**src/design/nete_pkg.sv**
```systemverilog
package nete_pkg;

    //**************************************************************************
    // stream and FIFO geometry
    //**************************************************************************

    // one output beat
    localparam int LANE_W = 64;

    // beats per FIFO word
    localparam int LANES = 4;

    // MAC FIFO word
    localparam int WORD_W = LANES * LANE_W;

    localparam int LANE_BYTES = LANE_W / 8;

    // one keep bit per byte of a beat
    localparam int KEEP_W = LANE_BYTES;

    // byte count field in the header lane
    localparam int BCNT_W = 16;

    // 15 full words less the 8-byte header
    localparam int MAX_PKT_BYTES = 472;

    // enough to count the words of the largest packet
    localparam int WCNT_W = $clog2((MAX_PKT_BYTES + LANE_BYTES) / (WORD_W / 8) + 1);

    //**************************************************************************
    // word layout
    //**************************************************************************

    typedef logic [LANE_W-1:0] lane_t;

    // first word of a packet is read through hdr, every word through lanes
    typedef union packed {
        struct packed {
            // lanes 3..1, payload
            lane_t [LANES-2:0]         payload;
            // upper part of lane 0, unused
            logic  [LANE_W-BCNT_W-1:0] rsvd;
            // payload bytes, header excluded
            logic  [BCNT_W-1:0]        byte_count;
        } hdr;
        // lane 0 in the low bits
        lane_t [LANES-1:0] lanes;
    } mac_word_u;

endpackage

```
**src/design/nete_fetch.sv**
```systemverilog
module nete_fetch #(
    parameter int READ_LATENCY = 2
) (
    input  logic                        clk,
    input  logic                        reset_,
    input  nete_pkg::mac_word_u         tx_data_in,
    input  logic                        tx_mac_empty,
    input  logic                        word_done,
    input  logic                        pkt_done,
    output logic                        tx_mac_rd_en,
    output nete_pkg::mac_word_u         word,
    output logic                        word_valid,
    output logic                        first_word,
    output logic [nete_pkg::BCNT_W-1:0] byte_count
);
    import nete_pkg::*;

    localparam int WORD_BYTES = WORD_W / 8;
    // header lane plus rounding up to whole words
    localparam int HDR_ROUND = LANE_BYTES + WORD_BYTES - 1;
    localparam int LAT_W = (READ_LATENCY > 1) ? $clog2(READ_LATENCY) : 1;

    // fsm encoding
    localparam logic [1:0] ST_IDLE = 2'd0;
    localparam logic [1:0] ST_READ = 2'd1;
    localparam logic [1:0] ST_WAIT = 2'd2;
    localparam logic [1:0] ST_BUSY = 2'd3;

    logic [1:0]        state;
    logic [LAT_W-1:0]  lat_cnt;
    logic [WCNT_W-1:0] wcnt;
    logic [WCNT_W-1:0] wtotal;
    logic [BCNT_W:0]   hdr_span;
    logic [WCNT_W-1:0] hdr_words;
    logic              lat_done;
    logic              more_words;

    // words per packet, ceil((bytes + 8) / 32)
    assign hdr_span  = {1'b0, tx_data_in.hdr.byte_count} + HDR_ROUND[BCNT_W:0];
    assign hdr_words = WCNT_W'(hdr_span / WORD_BYTES);

    // last wait cycle, FIFO data valid now
    assign lat_done   = (lat_cnt == LAT_W'(READ_LATENCY - 1));
    assign more_words = (wcnt != wtotal);

    //**************************************************************************
    // read control
    //**************************************************************************

    always_ff @(posedge clk) begin
        if (!reset_) begin
            state        <= ST_IDLE;
            tx_mac_rd_en <= 1'b0;
            word_valid   <= 1'b0;
            lat_cnt      <= '0;
            wcnt         <= '0;
        end else begin
            // both are single-cycle strobes
            tx_mac_rd_en <= 1'b0;
            word_valid   <= 1'b0;
            case (state)
                ST_IDLE: begin
                    if (!tx_mac_empty) begin
                        tx_mac_rd_en <= 1'b1;
                        wcnt         <= '0;
                        state        <= ST_READ;
                    end
                end
                // strobe is out this cycle
                ST_READ: begin
                    lat_cnt <= '0;
                    state   <= ST_WAIT;
                end
                ST_WAIT: begin
                    if (lat_done) begin
                        word_valid <= 1'b1;
                        wcnt       <= wcnt + 1'b1;
                        state      <= ST_BUSY;
                    end else begin
                        lat_cnt <= lat_cnt + 1'b1;
                    end
                end
                // splitter draining the word
                ST_BUSY: begin
                    if (word_done) begin
                        if (!pkt_done && more_words) begin
                            tx_mac_rd_en <= 1'b1;
                            state        <= ST_READ;
                        end else if (!tx_mac_empty) begin
                            // next packet back to back
                            tx_mac_rd_en <= 1'b1;
                            wcnt         <= '0;
                            state        <= ST_READ;
                        end else begin
                            state <= ST_IDLE;
                        end
                    end
                end
                default: begin
                    state <= ST_IDLE;
                end
            endcase
        end
    end

    // capture word, header fields only from the first word
    always_ff @(posedge clk) begin
        if (state == ST_WAIT && lat_done) begin
            word       <= tx_data_in;
            first_word <= (wcnt == '0);
            if (wcnt == '0) begin
                byte_count <= tx_data_in.hdr.byte_count;
                wtotal     <= hdr_words;
            end
        end
    end

endmodule

```
**src/design/nete_beat_split.sv**
```systemverilog
module nete_beat_split (
    input  logic                        clk,
    input  logic                        reset_,
    input  nete_pkg::mac_word_u         word,
    input  logic                        word_valid,
    input  logic                        first_word,
    input  logic [nete_pkg::BCNT_W-1:0] byte_count,
    output logic                        word_done,
    output logic                        pkt_done,
    output nete_pkg::lane_t             beat_data,
    output logic                        beat_valid,
    output logic [3:0]                  beat_bytes,
    output logic                        beat_last
);
    import nete_pkg::*;

    localparam int IDX_W = $clog2(LANES);

    mac_word_u         word_q;
    logic [IDX_W-1:0]  lane_idx;
    logic [BCNT_W-1:0] bytes_left;
    logic              active;
    logic              tail;
    logic              lane_end;

    //**************************************************************************
    // current beat
    //**************************************************************************

    // 8 bytes or fewer left, this beat ends the packet
    assign tail     = (bytes_left <= BCNT_W'(LANE_BYTES));
    // top lane of the held word
    assign lane_end = (lane_idx == IDX_W'(LANES - 1));

    assign beat_valid = active;
    assign beat_data  = word_q.lanes[lane_idx];
    // partial count only on the tail beat
    assign beat_bytes = tail ? bytes_left[3:0] : 4'(LANE_BYTES);
    assign beat_last  = active && tail;

    // word ends at lane 3 or early at the packet end
    assign word_done = active && (tail || lane_end);
    assign pkt_done  = active && tail;

    //**************************************************************************
    // lane stepping and byte accounting
    //**************************************************************************

    always_ff @(posedge clk) begin
        if (!reset_) begin
            active     <= 1'b0;
            lane_idx   <= '0;
            bytes_left <= '0;
        end else if (word_valid) begin
            active <= 1'b1;
            // lane 0 of a first word is the header
            if (first_word) begin
                lane_idx   <= IDX_W'(1);
                bytes_left <= byte_count;
            end else begin
                lane_idx <= '0;
            end
        end else if (active) begin
            lane_idx <= lane_idx + 1'b1;
            if (tail) begin
                bytes_left <= '0;
            end else begin
                bytes_left <= bytes_left - BCNT_W'(LANE_BYTES);
            end
            // idle until fetch delivers the next word
            if (word_done) begin
                active <= 1'b0;
            end
        end
    end

    // word held for the beats that follow
    always_ff @(posedge clk) begin
        if (word_valid) begin
            word_q <= word;
        end
    end

endmodule

```
**src/design/nete_stream_out.sv**
```systemverilog
module nete_stream_out (
    input  logic                        clk,
    input  logic                        reset_,
    input  nete_pkg::lane_t             beat_data,
    input  logic                        beat_valid,
    input  logic [3:0]                  beat_bytes,
    input  logic                        beat_last,
    output nete_pkg::lane_t             tdata,
    output logic                        tvalid,
    output logic [nete_pkg::KEEP_W-1:0] tkeep,
    output logic                        tlast
);
    import nete_pkg::*;

    logic [KEEP_W-1:0] keep_mask;

    // thermometer mask, low beat_bytes bits set
    always_comb begin
        for (int i = 0; i < KEEP_W; i++) begin
            keep_mask[i] = (4'(i) < beat_bytes);
        end
    end

    //**************************************************************************
    // output register
    //**************************************************************************

    always_ff @(posedge clk) begin
        tdata <= beat_data;
    end

    // qualifiers forced low between beats
    always_ff @(posedge clk) begin
        if (!reset_) begin
            tvalid <= 1'b0;
            tkeep  <= '0;
            tlast  <= 1'b0;
        end else begin
            tvalid <= beat_valid;
            tkeep  <= beat_valid ? keep_mask : '0;
            tlast  <= beat_valid && beat_last;
        end
    end

endmodule

```
**src/design/nete_tx.sv**
```systemverilog
module nete_tx #(
    parameter int READ_LATENCY = 2
) (
    input  logic                        clk,
    input  logic                        reset_,
    // MAC FIFO side
    input  nete_pkg::mac_word_u         tx_data_in,
    input  logic                        tx_mac_empty,
    output logic                        tx_mac_rd_en,
    // beat stream, no back-pressure
    output nete_pkg::lane_t             tdata,
    output logic                        tvalid,
    output logic [nete_pkg::KEEP_W-1:0] tkeep,
    output logic                        tlast
);
    import nete_pkg::*;

    // fetch to splitter
    mac_word_u         word;
    logic              word_valid;
    logic              first_word;
    logic [BCNT_W-1:0] byte_count;

    // splitter back to fetch
    logic              word_done;
    logic              pkt_done;

    // splitter to output stage
    lane_t             beat_data;
    logic              beat_valid;
    logic [3:0]        beat_bytes;
    logic              beat_last;

    nete_fetch #(
        .READ_LATENCY (READ_LATENCY)
    ) nete_fetch_i (
        .clk          (clk),
        .reset_       (reset_),
        .tx_data_in   (tx_data_in),
        .tx_mac_empty (tx_mac_empty),
        .word_done    (word_done),
        .pkt_done     (pkt_done),
        .tx_mac_rd_en (tx_mac_rd_en),
        .word         (word),
        .word_valid   (word_valid),
        .first_word   (first_word),
        .byte_count   (byte_count)
    );

    nete_beat_split nete_beat_split_i (
        .clk        (clk),
        .reset_     (reset_),
        .word       (word),
        .word_valid (word_valid),
        .first_word (first_word),
        .byte_count (byte_count),
        .word_done  (word_done),
        .pkt_done   (pkt_done),
        .beat_data  (beat_data),
        .beat_valid (beat_valid),
        .beat_bytes (beat_bytes),
        .beat_last  (beat_last)
    );

    nete_stream_out nete_stream_out_i (
        .clk        (clk),
        .reset_     (reset_),
        .beat_data  (beat_data),
        .beat_valid (beat_valid),
        .beat_bytes (beat_bytes),
        .beat_last  (beat_last),
        .tdata      (tdata),
        .tvalid     (tvalid),
        .tkeep      (tkeep),
        .tlast      (tlast)
    );

endmodule

```
**config.mk**
```make
export PLATFORM = sky130hd
export DESIGN_NAME = nete_tx
export DESIGN_NICKNAME = d
export VERILOG_FILES = /design/src/design/nete_pkg.sv /design/src/design/nete_fetch.sv /design/src/design/nete_beat_split.sv /design/src/design/nete_stream_out.sv /design/src/design/nete_tx.sv
export SDC_FILE = /design/constraint.sdc
export NUM_CORES = 1
export LEC_CHECK = 0
export ABC_AREA = 1
export CAP_MARGIN = 30
export CORE_MARGIN = 1.5
export CORE_UTILIZATION = 29
export CTS_CLUSTER_SIZE = 10
export DETAILED_ROUTE_END_ITERATION = 16
export DONT_BUFFER_PORTS = 1
export PLACE_DENSITY = 0.44
export SYNTH_ARGS = -nofsm -noshare
export SYNTH_HDL_FRONTEND = slang
export SYNTH_SLANG_ARGS = --single-unit
```
**constraint.sdc**
```tcl
create_clock -name clk -period 11.1 [get_ports clk]
set_input_delay 2.22 -clock clk [delete_from_list [all_inputs] [get_ports clk]]
set_output_delay 2.22 -clock clk [all_outputs]
set_load 0.03 [all_outputs]
```
* After elaboration in Yosys (flattened, before gate mapping)
Index checks and enable logic that the tools add are counted.
** Word-level totals
- Input port bits :: 259
- Output and inout bits :: 75
- Memory bits (writable) :: 0
- Bits in read-only memories :: 0
- Register bits :: 635
- Bits in latches :: 0
- Memories kept :: 0
- Logic and storage cells :: 91
** Operators by class
- Reductions and logical operators :: 18
- Multipliers :: 0
- Shifts and indexed selects :: 0
- $lt $le $gt $ge :: 10
- Add/subtract/negate cells :: 5
- Multiplexer cells :: 31
- Eq/ne operators :: 10
- Divide/modulo/power cells :: 0
- Bitwise gates (word level) :: 0
** Operators by type and width (count)
- 64-bit binary-select mux with 2-bit select :: 1
- 16-bit two-way mux :: 4
- 64-bit two-way mux :: 1
- 4-bit two-way mux :: 5
- 16-bit by 4-bit <= comparator with 1-bit output (second input constant) :: 1
- 3-bit by 4-bit < comparator with 1-bit output (first input constant) :: 4
- 16-bit by 4-bit subtractor with 16-bit output (second input constant) :: 1
- 2-bit two-way mux :: 6
- 4-bit one-hot mux with 3 select lines :: 1
- 1-bit two-way mux :: 10
- 9-bit by 6-bit adder with 9-bit output (second input constant) :: 1
- 1-bit by 4-bit < comparator with 1-bit output (first input constant) :: 2
- 2-bit by 4-bit < comparator with 1-bit output (first input constant) :: 2
- 2-bit one-hot mux with 4 select lines :: 1
- 2-bit AND reduction :: 4
- 2-bit equality test (second input constant) :: 3
- 2-bit inequality test (second input constant) :: 3
- 1-bit logical AND :: 5
- 4-bit by 1-bit adder with 4-bit output (second input constant) :: 1
- 4-bit zero test :: 1
- 2-bit by 1-bit inequality test with 1-bit output (second input constant) :: 2
- 4-bit inequality test :: 1
- 1-bit one-hot mux with 2 select lines :: 2
- 4-bit AND reduction :: 1
- other kinds (10) :: 11

* Logic depth before layout (Yosys ltp)
Gate-level depths: netlist of run 1.
- Depth in word-level cells :: 7
- Gate-level depth with buffers :: 10
- Depth with buffers taken out :: 10

* Cells and area by module
From an unflattened synthesis of run 1, not the netlist that was laid out.
** Unflattened totals
- Cells, all modules :: 1282
- Area total of the unflattened synthesis :: 21230.4 um^2
** By module, submodules not included
- nete_beat_split :: cells each 800, area each 10620.2 um^2, seq. area each 8067.7 um^2, instances 1
- nete_fetch :: cells each 388, area each 9036.2 um^2, seq. area each 8498.2 um^2, instances 1
- nete_stream_out :: cells each 94, area each 1574.0 um^2, seq. area each 1481.4 um^2, instances 1

* Least setup slack after synthesis of run 1
OpenSTA, ideal clock, no wires.
- Kind :: reg2reg
- From :: reg nete_fetch_i.word_valid
- To :: reg nete_beat_split_i.bytes_left[10]
- Data required time :: 11030 ps
- Path slack :: 3379 ps
- Cell stages (with the launch flop) :: 8
- Arrival :: 7652 ps
- Path buffers :: 1
- Period minus slack after synthesis :: 7721 ps
- Setup time :: 70 ps
- Path through :: dfxtp_1 -> nand2_1 -> inv_2 -> nor2_2 -> inv_1 -> buf_4 -> o21ai_0 -> a21oi_1
** On the way
- Word-level cells in the longest chain between the ends :: 2
- Elaborated cells on any way between the ends :: 4
- Classes of those cells :: 1 x eq/ne; 1 x mux; 2 x reduce/logical
** RTL lines
- start, declared :: RTL line nete_fetch.sv:12 : output logic word_valid,
- start signal, assigned :: RTL line nete_fetch.sv:54 : word_valid <= 1'b0;
- start signal, assigned :: RTL line nete_fetch.sv:60 : word_valid <= 1'b0;
- start signal, assigned :: RTL line nete_fetch.sv:76 : word_valid <= 1'b1;
- 2-bit inequality test (no line) / 2-bit nonzero test (equally long branches)
- 2-bit AND reduction (no line)
- end signal, assigned :: RTL line nete_beat_split.sv:59 : bytes_left <= byte_count;
- end signal, assigned :: RTL line nete_beat_split.sv:68 : bytes_left <= bytes_left - BCNT_W'(LANE_BYTES);
- end, declared :: RTL line nete_beat_split.sv:21 : logic [BCNT_W-1:0] bytes_left;
Several ways; a longest one is shown, not always the timed one.
A chain may end at the register's enable or synchronous reset.

* Final worst setup path of run 1
- From :: reg nete_fetch_i.state[0]
- To :: reg nete_fetch_i.word[118] (netlist bit), enable pin
** On the way
- Word-level cells in the longest chain between the ends :: 2
** RTL lines
- start, declared :: RTL line nete_fetch.sv:29 : logic [1:0] state;
- start signal, assigned :: RTL line nete_fetch.sv:52 : state <= ST_IDLE;
- start signal, assigned :: RTL line nete_fetch.sv:66 : state <= ST_READ;
- start signal, assigned :: RTL line nete_fetch.sv:72 : state <= ST_WAIT;
- 2-bit equality test :: RTL line nete_fetch.sv:108 : if (state == ST_WAIT && lat_done) begin
- 1-bit logical AND :: RTL line nete_fetch.sv:108
- end signal, assigned :: RTL line nete_fetch.sv:109 : word <= tx_data_in;
- end, declared :: RTL line nete_fetch.sv:11 : output nete_pkg::mac_word_u word,
No other way between the ends.

==> impl_metrics.json, run 1 <==
{
  "outcome": "completed",
  "reg2reg_from": "nete_fetch_i.state[0]",
  "final.period_utilization": 0.327,
  "synth_seq_cells": 635,
  "clkPwrFrac": 0.429,
  "synthFlopType": "edfxtp_1",
  "place.gp.congestion": 0.756,
  "finalSetupTns_ps": 0,
  "synth_top_family_by_area": "compound AO/OA/AOI/OAI gates",
  "ios": 334,
  "synth_edf_count": 533,
  "final_area_sq_um": 24600,
  "worstSetupStartpointType": "flop",
  "nNetsFinal": 1570,
  "period_minus_slack_ps": 3630,
  "hpwl_microns": 29300,
  "drtIter0Drc": 650,
  "cts_tree": "built",
  "power_switching_mw": 1.23,
  "antenna_found_initial": 19,
  "yosys.area_share.simple": 0.0519,
  "reg2regPathDepth": 6,
  "drt_first_pass_iters": 4,
  "synth_compound_area_frac": 0.0678,
  "synth.avg_cell_area_sq_um": 16.8,
  "p_leak_nw": 8.05,
  "path_clk_slew_ps": 50,
  "required_ps": 11330,
  "final_hold_viol_count": 0,
  "fmax_ghz": 0.276,
  "postPlaceCellArea_sq_um": 22200,
  "crit_path_end": "nete_fetch_i.word[118]",
  "initial_core_util": 0.294,
  "p_int_mw": 4.18,
  "clk_path_buf_depth": 3,
  "synth_area_sq_um": 21100,
  "rows": 98,
  "power_density_nw_per_um2": 220,
  "fill_cells": 6940,
  "grt_pass1_wl_microns": 69300,
  "totalWireLength_microns": 48500,
  "worst-path-max-fanout": 119,
  "power_frac_comb": 0.049,
  "slew_violations": 0,
  "die-area_sq_um": 74500,
  "avgRoutedWirePerCell_microns": 20.9,
  "die_w_microns": 273,
  "drive_gt1_frac": 0.104,
  "via_per_inst": 4.47,
  "num_vias": 10400,
  "fin_util": 0.342,
  "drc_errors": 0,
  "cts.sinks": 635,
  "grt_overflow": 0,
  "min-delay-start": "nete_fetch_i.word[59]",
  "netlist_instances": 1259,
  "synth_fa_ha_area_frac": 0.00533,
  "grt_use_total": 0.128,
  "tightest_slew_ps": 1150,
  "cts_resized": 0,
  "htreeDepth": 3,
  "seqPwrFrac": 0.522,
  "cts-root-buf": "clkbuf_16",
  "critPathCaptureType": "flop",
  "synth_xor_area_frac": 0.00415,
  "ff2ff_setup_slack_ps": 7470,
  "cp-startpoint": "nete_fetch_i.state[0]",
  "postCtsSetupBuffers": 0,
  "hold_buffers": 0,
  "grt_pass1_vias": 10400,
  "cts_buffers": 77,
  "timing.rr.end": "nete_fetch_i.word[118]",
  "peakVddDrop_mv": 0.125,
  "cap_violations": 0,
  "area_growth_pct": 16.4,
  "async_flop_share": 0,
  "rsz0062_at_grt": "false",
  "path_class": "flop to flop",
  "finalPower_mw": 5.41,
  "io_buffers": 0,
  "synthMuxAreaShare": 0,
  "hold_class": "flop to flop",
  "ys_types": 42,
  "fin_skew_ps": 16.6,
  "grt_max_degree": 184,
  "ys_seq_area_frac": 0.854,
  "switching_share": 0.227,
  "critPathArrivalTime_ps": 3850,
  "yosys_warnings": 0,
  "relSlewSlack": 0.235,
  "core-area_sq_um": 71900,
  "die_h_microns": 273,
  "setup_viol": 0,
  "syn_nets": 1527,
  "clk_latency_ps": 610,
  "drtAntennaViolNets": 0
}
power groups by stage:
stage	Clock (mW)	Sequential, mW	Combinational [mW]
final	2.32	2.82	0.264
after global routing	2.50	2.83	0.303
after CTS	2.41	2.82	0.273
after detailed placement	0	2.87	0.272
after global placement	0	2.87	0.266
after floorplan	0	2.89	0.188
state kept, by name, indices dropped and copies added (netlist names):
signal and count:
nete_stream_out_i.tlast 1, nete_fetch_i.wtotal 4, nete_fetch_i.byte_count 16, nete_beat_split_i.bytes_left 16, nete_stream_out_i.tdata 64, nete_stream_out_i.tkeep 8, nete_stream_out_i.tvalid 1, nete_fetch_i.word_valid 1
nete_beat_split_i.lane_idx 2, nete_fetch_i.lat_cnt 1, nete_beat_split_i.beat_valid 1, nete_fetch_i.first_word 1, nete_fetch_i.wcnt 4, nete_fetch_i.tx_mac_rd_en 1, nete_fetch_i.state 2, nete_beat_split_i.word_q 256
nete_fetch_i.word 256
per-layer routing:
| layer | track usage | up-vias | part of all wire |
|---|---|---|---|
| li1 | - | 4769 | - |
| met1 | 0.153 | 5124 | 0.41 |
| met2 | 0.203 | 335 | 0.47 |
| met3 | 0.0558 | 103 | 0.088 |
| met4 | 0.0507 | 20 | 0.027 |
| met5 | 0 | - | 0.0023 |
cells in the final DEF (no fill, tap or decap), types with 4 or more instances in the layout:
cell,netlist,final
o22ai_1,64,64
edfxtp_1,533,533
inv_2,4,5
nor2_2,5,5
clkbuf_16,0,78
clkbuf_1,36,41
o21ai_0,151,151
clkbuf_8,0,4
a21oi_1,35,35
ha_1,9,9
dfxtp_1,102,99
xnor2_1,5,5
inv_1,38,36
clkinv_2,0,5
diode_2,0,5
nor2_1,154,154
nand2_2,7,7
nand3_1,12,12
nand2_1,58,58
xor2_1,5,5
buf_4,2,9
metrics by stage:
| stage | worst slack, ps | std cells | hold slack (ps) |
|---|---|---|---|
| floorplan | 3380 | 1259 | 400 |
| global placement | 7390 | 2173 | 400 |
| detailed placement | 7300 | 2173 | 405 |
| CTS | 7280 | 2311 | 408 |
| global route | 7110 | 2313 | 416 |
| finish | 7470 | 2316 | 409 |
worst min path at each step:
stage,cells past startpoint,end
after floorplan,0,nete_beat_split_i.word_q[0]
after detailed placement,0,nete_beat_split_i.word_q[133]
after CTS,0,nete_beat_split_i.word_q[249]
after global routing,0,nete_beat_split_i.word_q[203]
final,0,nete_beat_split_i.word_q[59]
after global placement,0,nete_beat_split_i.word_q[153]
critical path, cell delays in order, from the launching register on:
cell     delay, ps
dfxtp_1        350
inv_1          120
ha_1           240
nand2_1        190
inv_8          560
buf_4          810
buf_4          800
cell families after synthesis:
| kind of cell | after synthesis |
|---|---|
| adder cells (fa/ha/maj) | 9 |
| AND/OR/NAND/NOR | 254 |
| buffers and inverters | 89 |
| XOR/XNOR | 10 |
| flip-flops | 635 |
| AO/OA/AOI/OAI | 262 |
layout make-up:
cell class	instances	area, sq um	area share
clock inverters	15	169	0.00687
diodes	5	12.5	0.000509
clock buffers	123	2160	0.0879
flip-flops and latches	635	18100	0.735
repair buffers	10	87.6	0.00356
well taps	950	1190	0.0484
inverters	43	171	0.00697
multi-input cells	535	2730	0.111
Yosys cell counts (all sizes together) (5+ instances only):
| library cell | number | area (sq um) |
|---|---|---|
| o21ai | 153 | 766 |
| o22ai | 64 | 400 |
| buf | 10 | 53.8 |
| xnor2 | 5 | 43.8 |
| dfxtp | 102 | 2040 |
| xor2 | 5 | 43.8 |
| nand3 | 14 | 87.6 |
| clkbuf | 36 | 135 |
| nand2 | 68 | 295 |
| inv | 42 | 158 |
| nor2 | 161 | 641 |
| a21oi | 37 | 200 |
| edfxtp | 533 | 16000 |
| ha | 9 | 113 |
Note: power is estimated with default switching activity, not from simulation.
==> run 2: changes to the inputs <==
- clock period: 11.1 -> 3.6 ns (I/O delays scaled with it)
==> run 2 against run 1 <==
Against the previous run:
- count of clock-buffer cells in the layout increased by 4
- combinational power increased to 3.1 times the previous value
- global-route usage decreased by 0.34 points
- via count decreased by 1.0%
- final cell count about the same
- critical path depth increased by 1
- power increased to 3.1 times the previous value
- cell area increased by 0.15%
- first-iteration DRC count increased by 1.1%
- wire length decreased by 2.4%
- clock skew increased by 19 ps
- largest cell class unchanged
==> impl_metrics.json, run 2 (same netlist as run 1, synthesis figures left out) <==
{
  "core-area_sq_um": 71900,
  "ff2ff_setup_slack_ps": 1510,
  "grt_pass1_vias": 10300,
  "drt_first_pass_iters": 4,
  "htreeDepth": 3,
  "drc_errors": 0,
  "ios": 334,
  "worst-path-max-fanout": 45,
  "finalPower_mw": 16.5,
  "critPathCaptureType": "flop",
  "die_w_microns": 273,
  "fin_skew_ps": 35.6,
  "initial_core_util": 0.294,
  "drive_gt1_frac": 0.104,
  "hold_buffers": 0,
  "grt_use_total": 0.125,
  "finalWorstSetupSlack_ps": 1510,
  "cts-root-buf": "clkbuf_16",
  "cts_tree": "built",
  "power_density_nw_per_um2": 670,
  "path_class": "flop to flop",
  "cts_resized": 0,
  "final_hold_viol_count": 0,
  "top_regs": "nete_beat_split_i.word_q (256), nete_fetch_i.word (256), nete_stream_out_i.tdata (64)",
  "mostFrequentLayoutCells": "533 x edfxtp_1, 154 x nor2_1, 151 x o21ai_0",
  "fin_util": 0.343,
  "detailedPlace.worstSlack_ps": 1470,
  "place.gp.congestion": 0.750,
  "hpwl_microns": 28500,
  "slew_violations": 0,
  "hold_depth": 0,
  "clk_path_buf_depth": 3,
  "finalSetupTns_ps": 0,
  "num_vias": 10200,
  "cp-startpoint": "nete_fetch_i.word_valid",
  "nNetsFinal": 1570,
  "worstSetupStartpointType": "flop",
  "reg2regPathDepth": 7,
  "drtIter0Drc": 657,
  "critPathArrivalTime_ps": 2520,
  "die-area_sq_um": 74500,
  "rsz0062_at_grt": "false",
  "final_area_sq_um": 24600,
  "period_minus_slack_ps": 2090,
  "p_leak_nw": 8.04,
  "totalWireLength_microns": 47300,
  "rows": 98,
  "hold_class": "primary input to flop",
  "area_growth_pct": 16.5,
  "cap_violations": 0,
  "avgRoutedWirePerCell_microns": 20.4,
  "io_buffers": 0,
  "fill_cells": 6893,
  "final.period_utilization": 0.580,
  "antenna_found_initial": 17,
  "cts_buffers": 75,
  "tightest_slew_ps": 1280,
  "via_per_inst": 4.42,
  "peakVddDrop_mv": 0.382,
  "outcome": "completed",
  "die_h_microns": 273,
  "clk_latency_ps": 610,
  "dp_cells": 2175,
  "drtAntennaViolNets": 0,
  "grt_pass1_wl_microns": 67700,
  "final_cells": 2318,
  "postCtsSetupBuffers": 0,
  "reg2reg_from": "nete_fetch_i.word_valid",
  "required_ps": 4030,
  "crit_path_end": "nete_beat_split_i.bytes_left[5]",
  "relSlewSlack": 0.147,
  "final_common_cell": "edfxtp_1",
  "setup_viol": 0,
  "cts.sinks": 635,
  "grt_max_degree": 190,
  "path_clk_slew_ps": 60,
  "grt_overflow": 0,
  "fmax_ghz": 0.479,
  "timing.rr.end": "nete_beat_split_i.bytes_left[5]",
  "postPlaceCellArea_sq_um": 22300,
  "hold_slack_ps": 204
}
[run 2: changes by cell type in the layout (fill, tap and decap cells not counted), moves of 2 or more]
cell       before  now
clkinv_2        5    3
clkinv_16       0    2
diode_2         5    7
clkbuf_1       41   45
buf_12          1    4
inv_16          2    0
[run 2: worst max-delay path, cell delays in order, from the launching register on]
cell and delay, ps:
dfxtp_4 730, nand2_1 270, inv_2 160, nor2_2 110, inv_1 350, nand2_1 180, nand2_1 90, a21oi_1 60
[run 2: how the worst min path moves through the flow]
stage	endpoint	from	slack [ps]
2_1_floorplan	nete_beat_split_i.word_q[0]	nete_fetch_i.word[0]	400
3_3_place_gp	nete_beat_split_i.word_q[81]	nete_fetch_i.word[81]	400
3_5_place_dp	nete_beat_split_i.word_q[125]	nete_fetch_i.word[125]	400
4_1_cts	nete_fetch_i.word[87]	tx_data_in[87]	150
5_1_grt	nete_fetch_i.word[64]	tx_data_in[64]	160
6_report	nete_fetch_i.word[95]	tx_data_in[95]	200
[run 2: area by class of cell]
cell class	instances	area, sq um	share of cell area
inverter	43	168	0.00681
multi-input combinational	535	2750	0.112
antenna	7	17.5	0.000711
clock inverter	9	128	0.00518
tap	950	1190	0.0483
timing repair buffer	12	140	0.00569
sequential	635	18100	0.734
clock buffer	127	2160	0.0879
[run 2: power breakdown]
part           total (mW)  internal, mW  switching, mW  leakage, nW
logic               0.823         0.224          0.599         1.29
registers            8.70          8.46          0.236         5.65
clock network        6.98          4.11           2.87         1.09
total                16.5          12.8           3.70         8.04
[run 2: routing by layer]
| metal | share of wire | track usage | up-vias |
|---|---|---|---|
| met5 | 0.0025 | 0 | - |
| met4 | 0.024 | 0.0444 | 20 |
| met3 | 0.089 | 0.0540 | 99 |
| met2 | 0.48 | 0.205 | 287 |
| met1 | 0.40 | 0.144 | 5073 |
| li1 | - | - | 4769 |
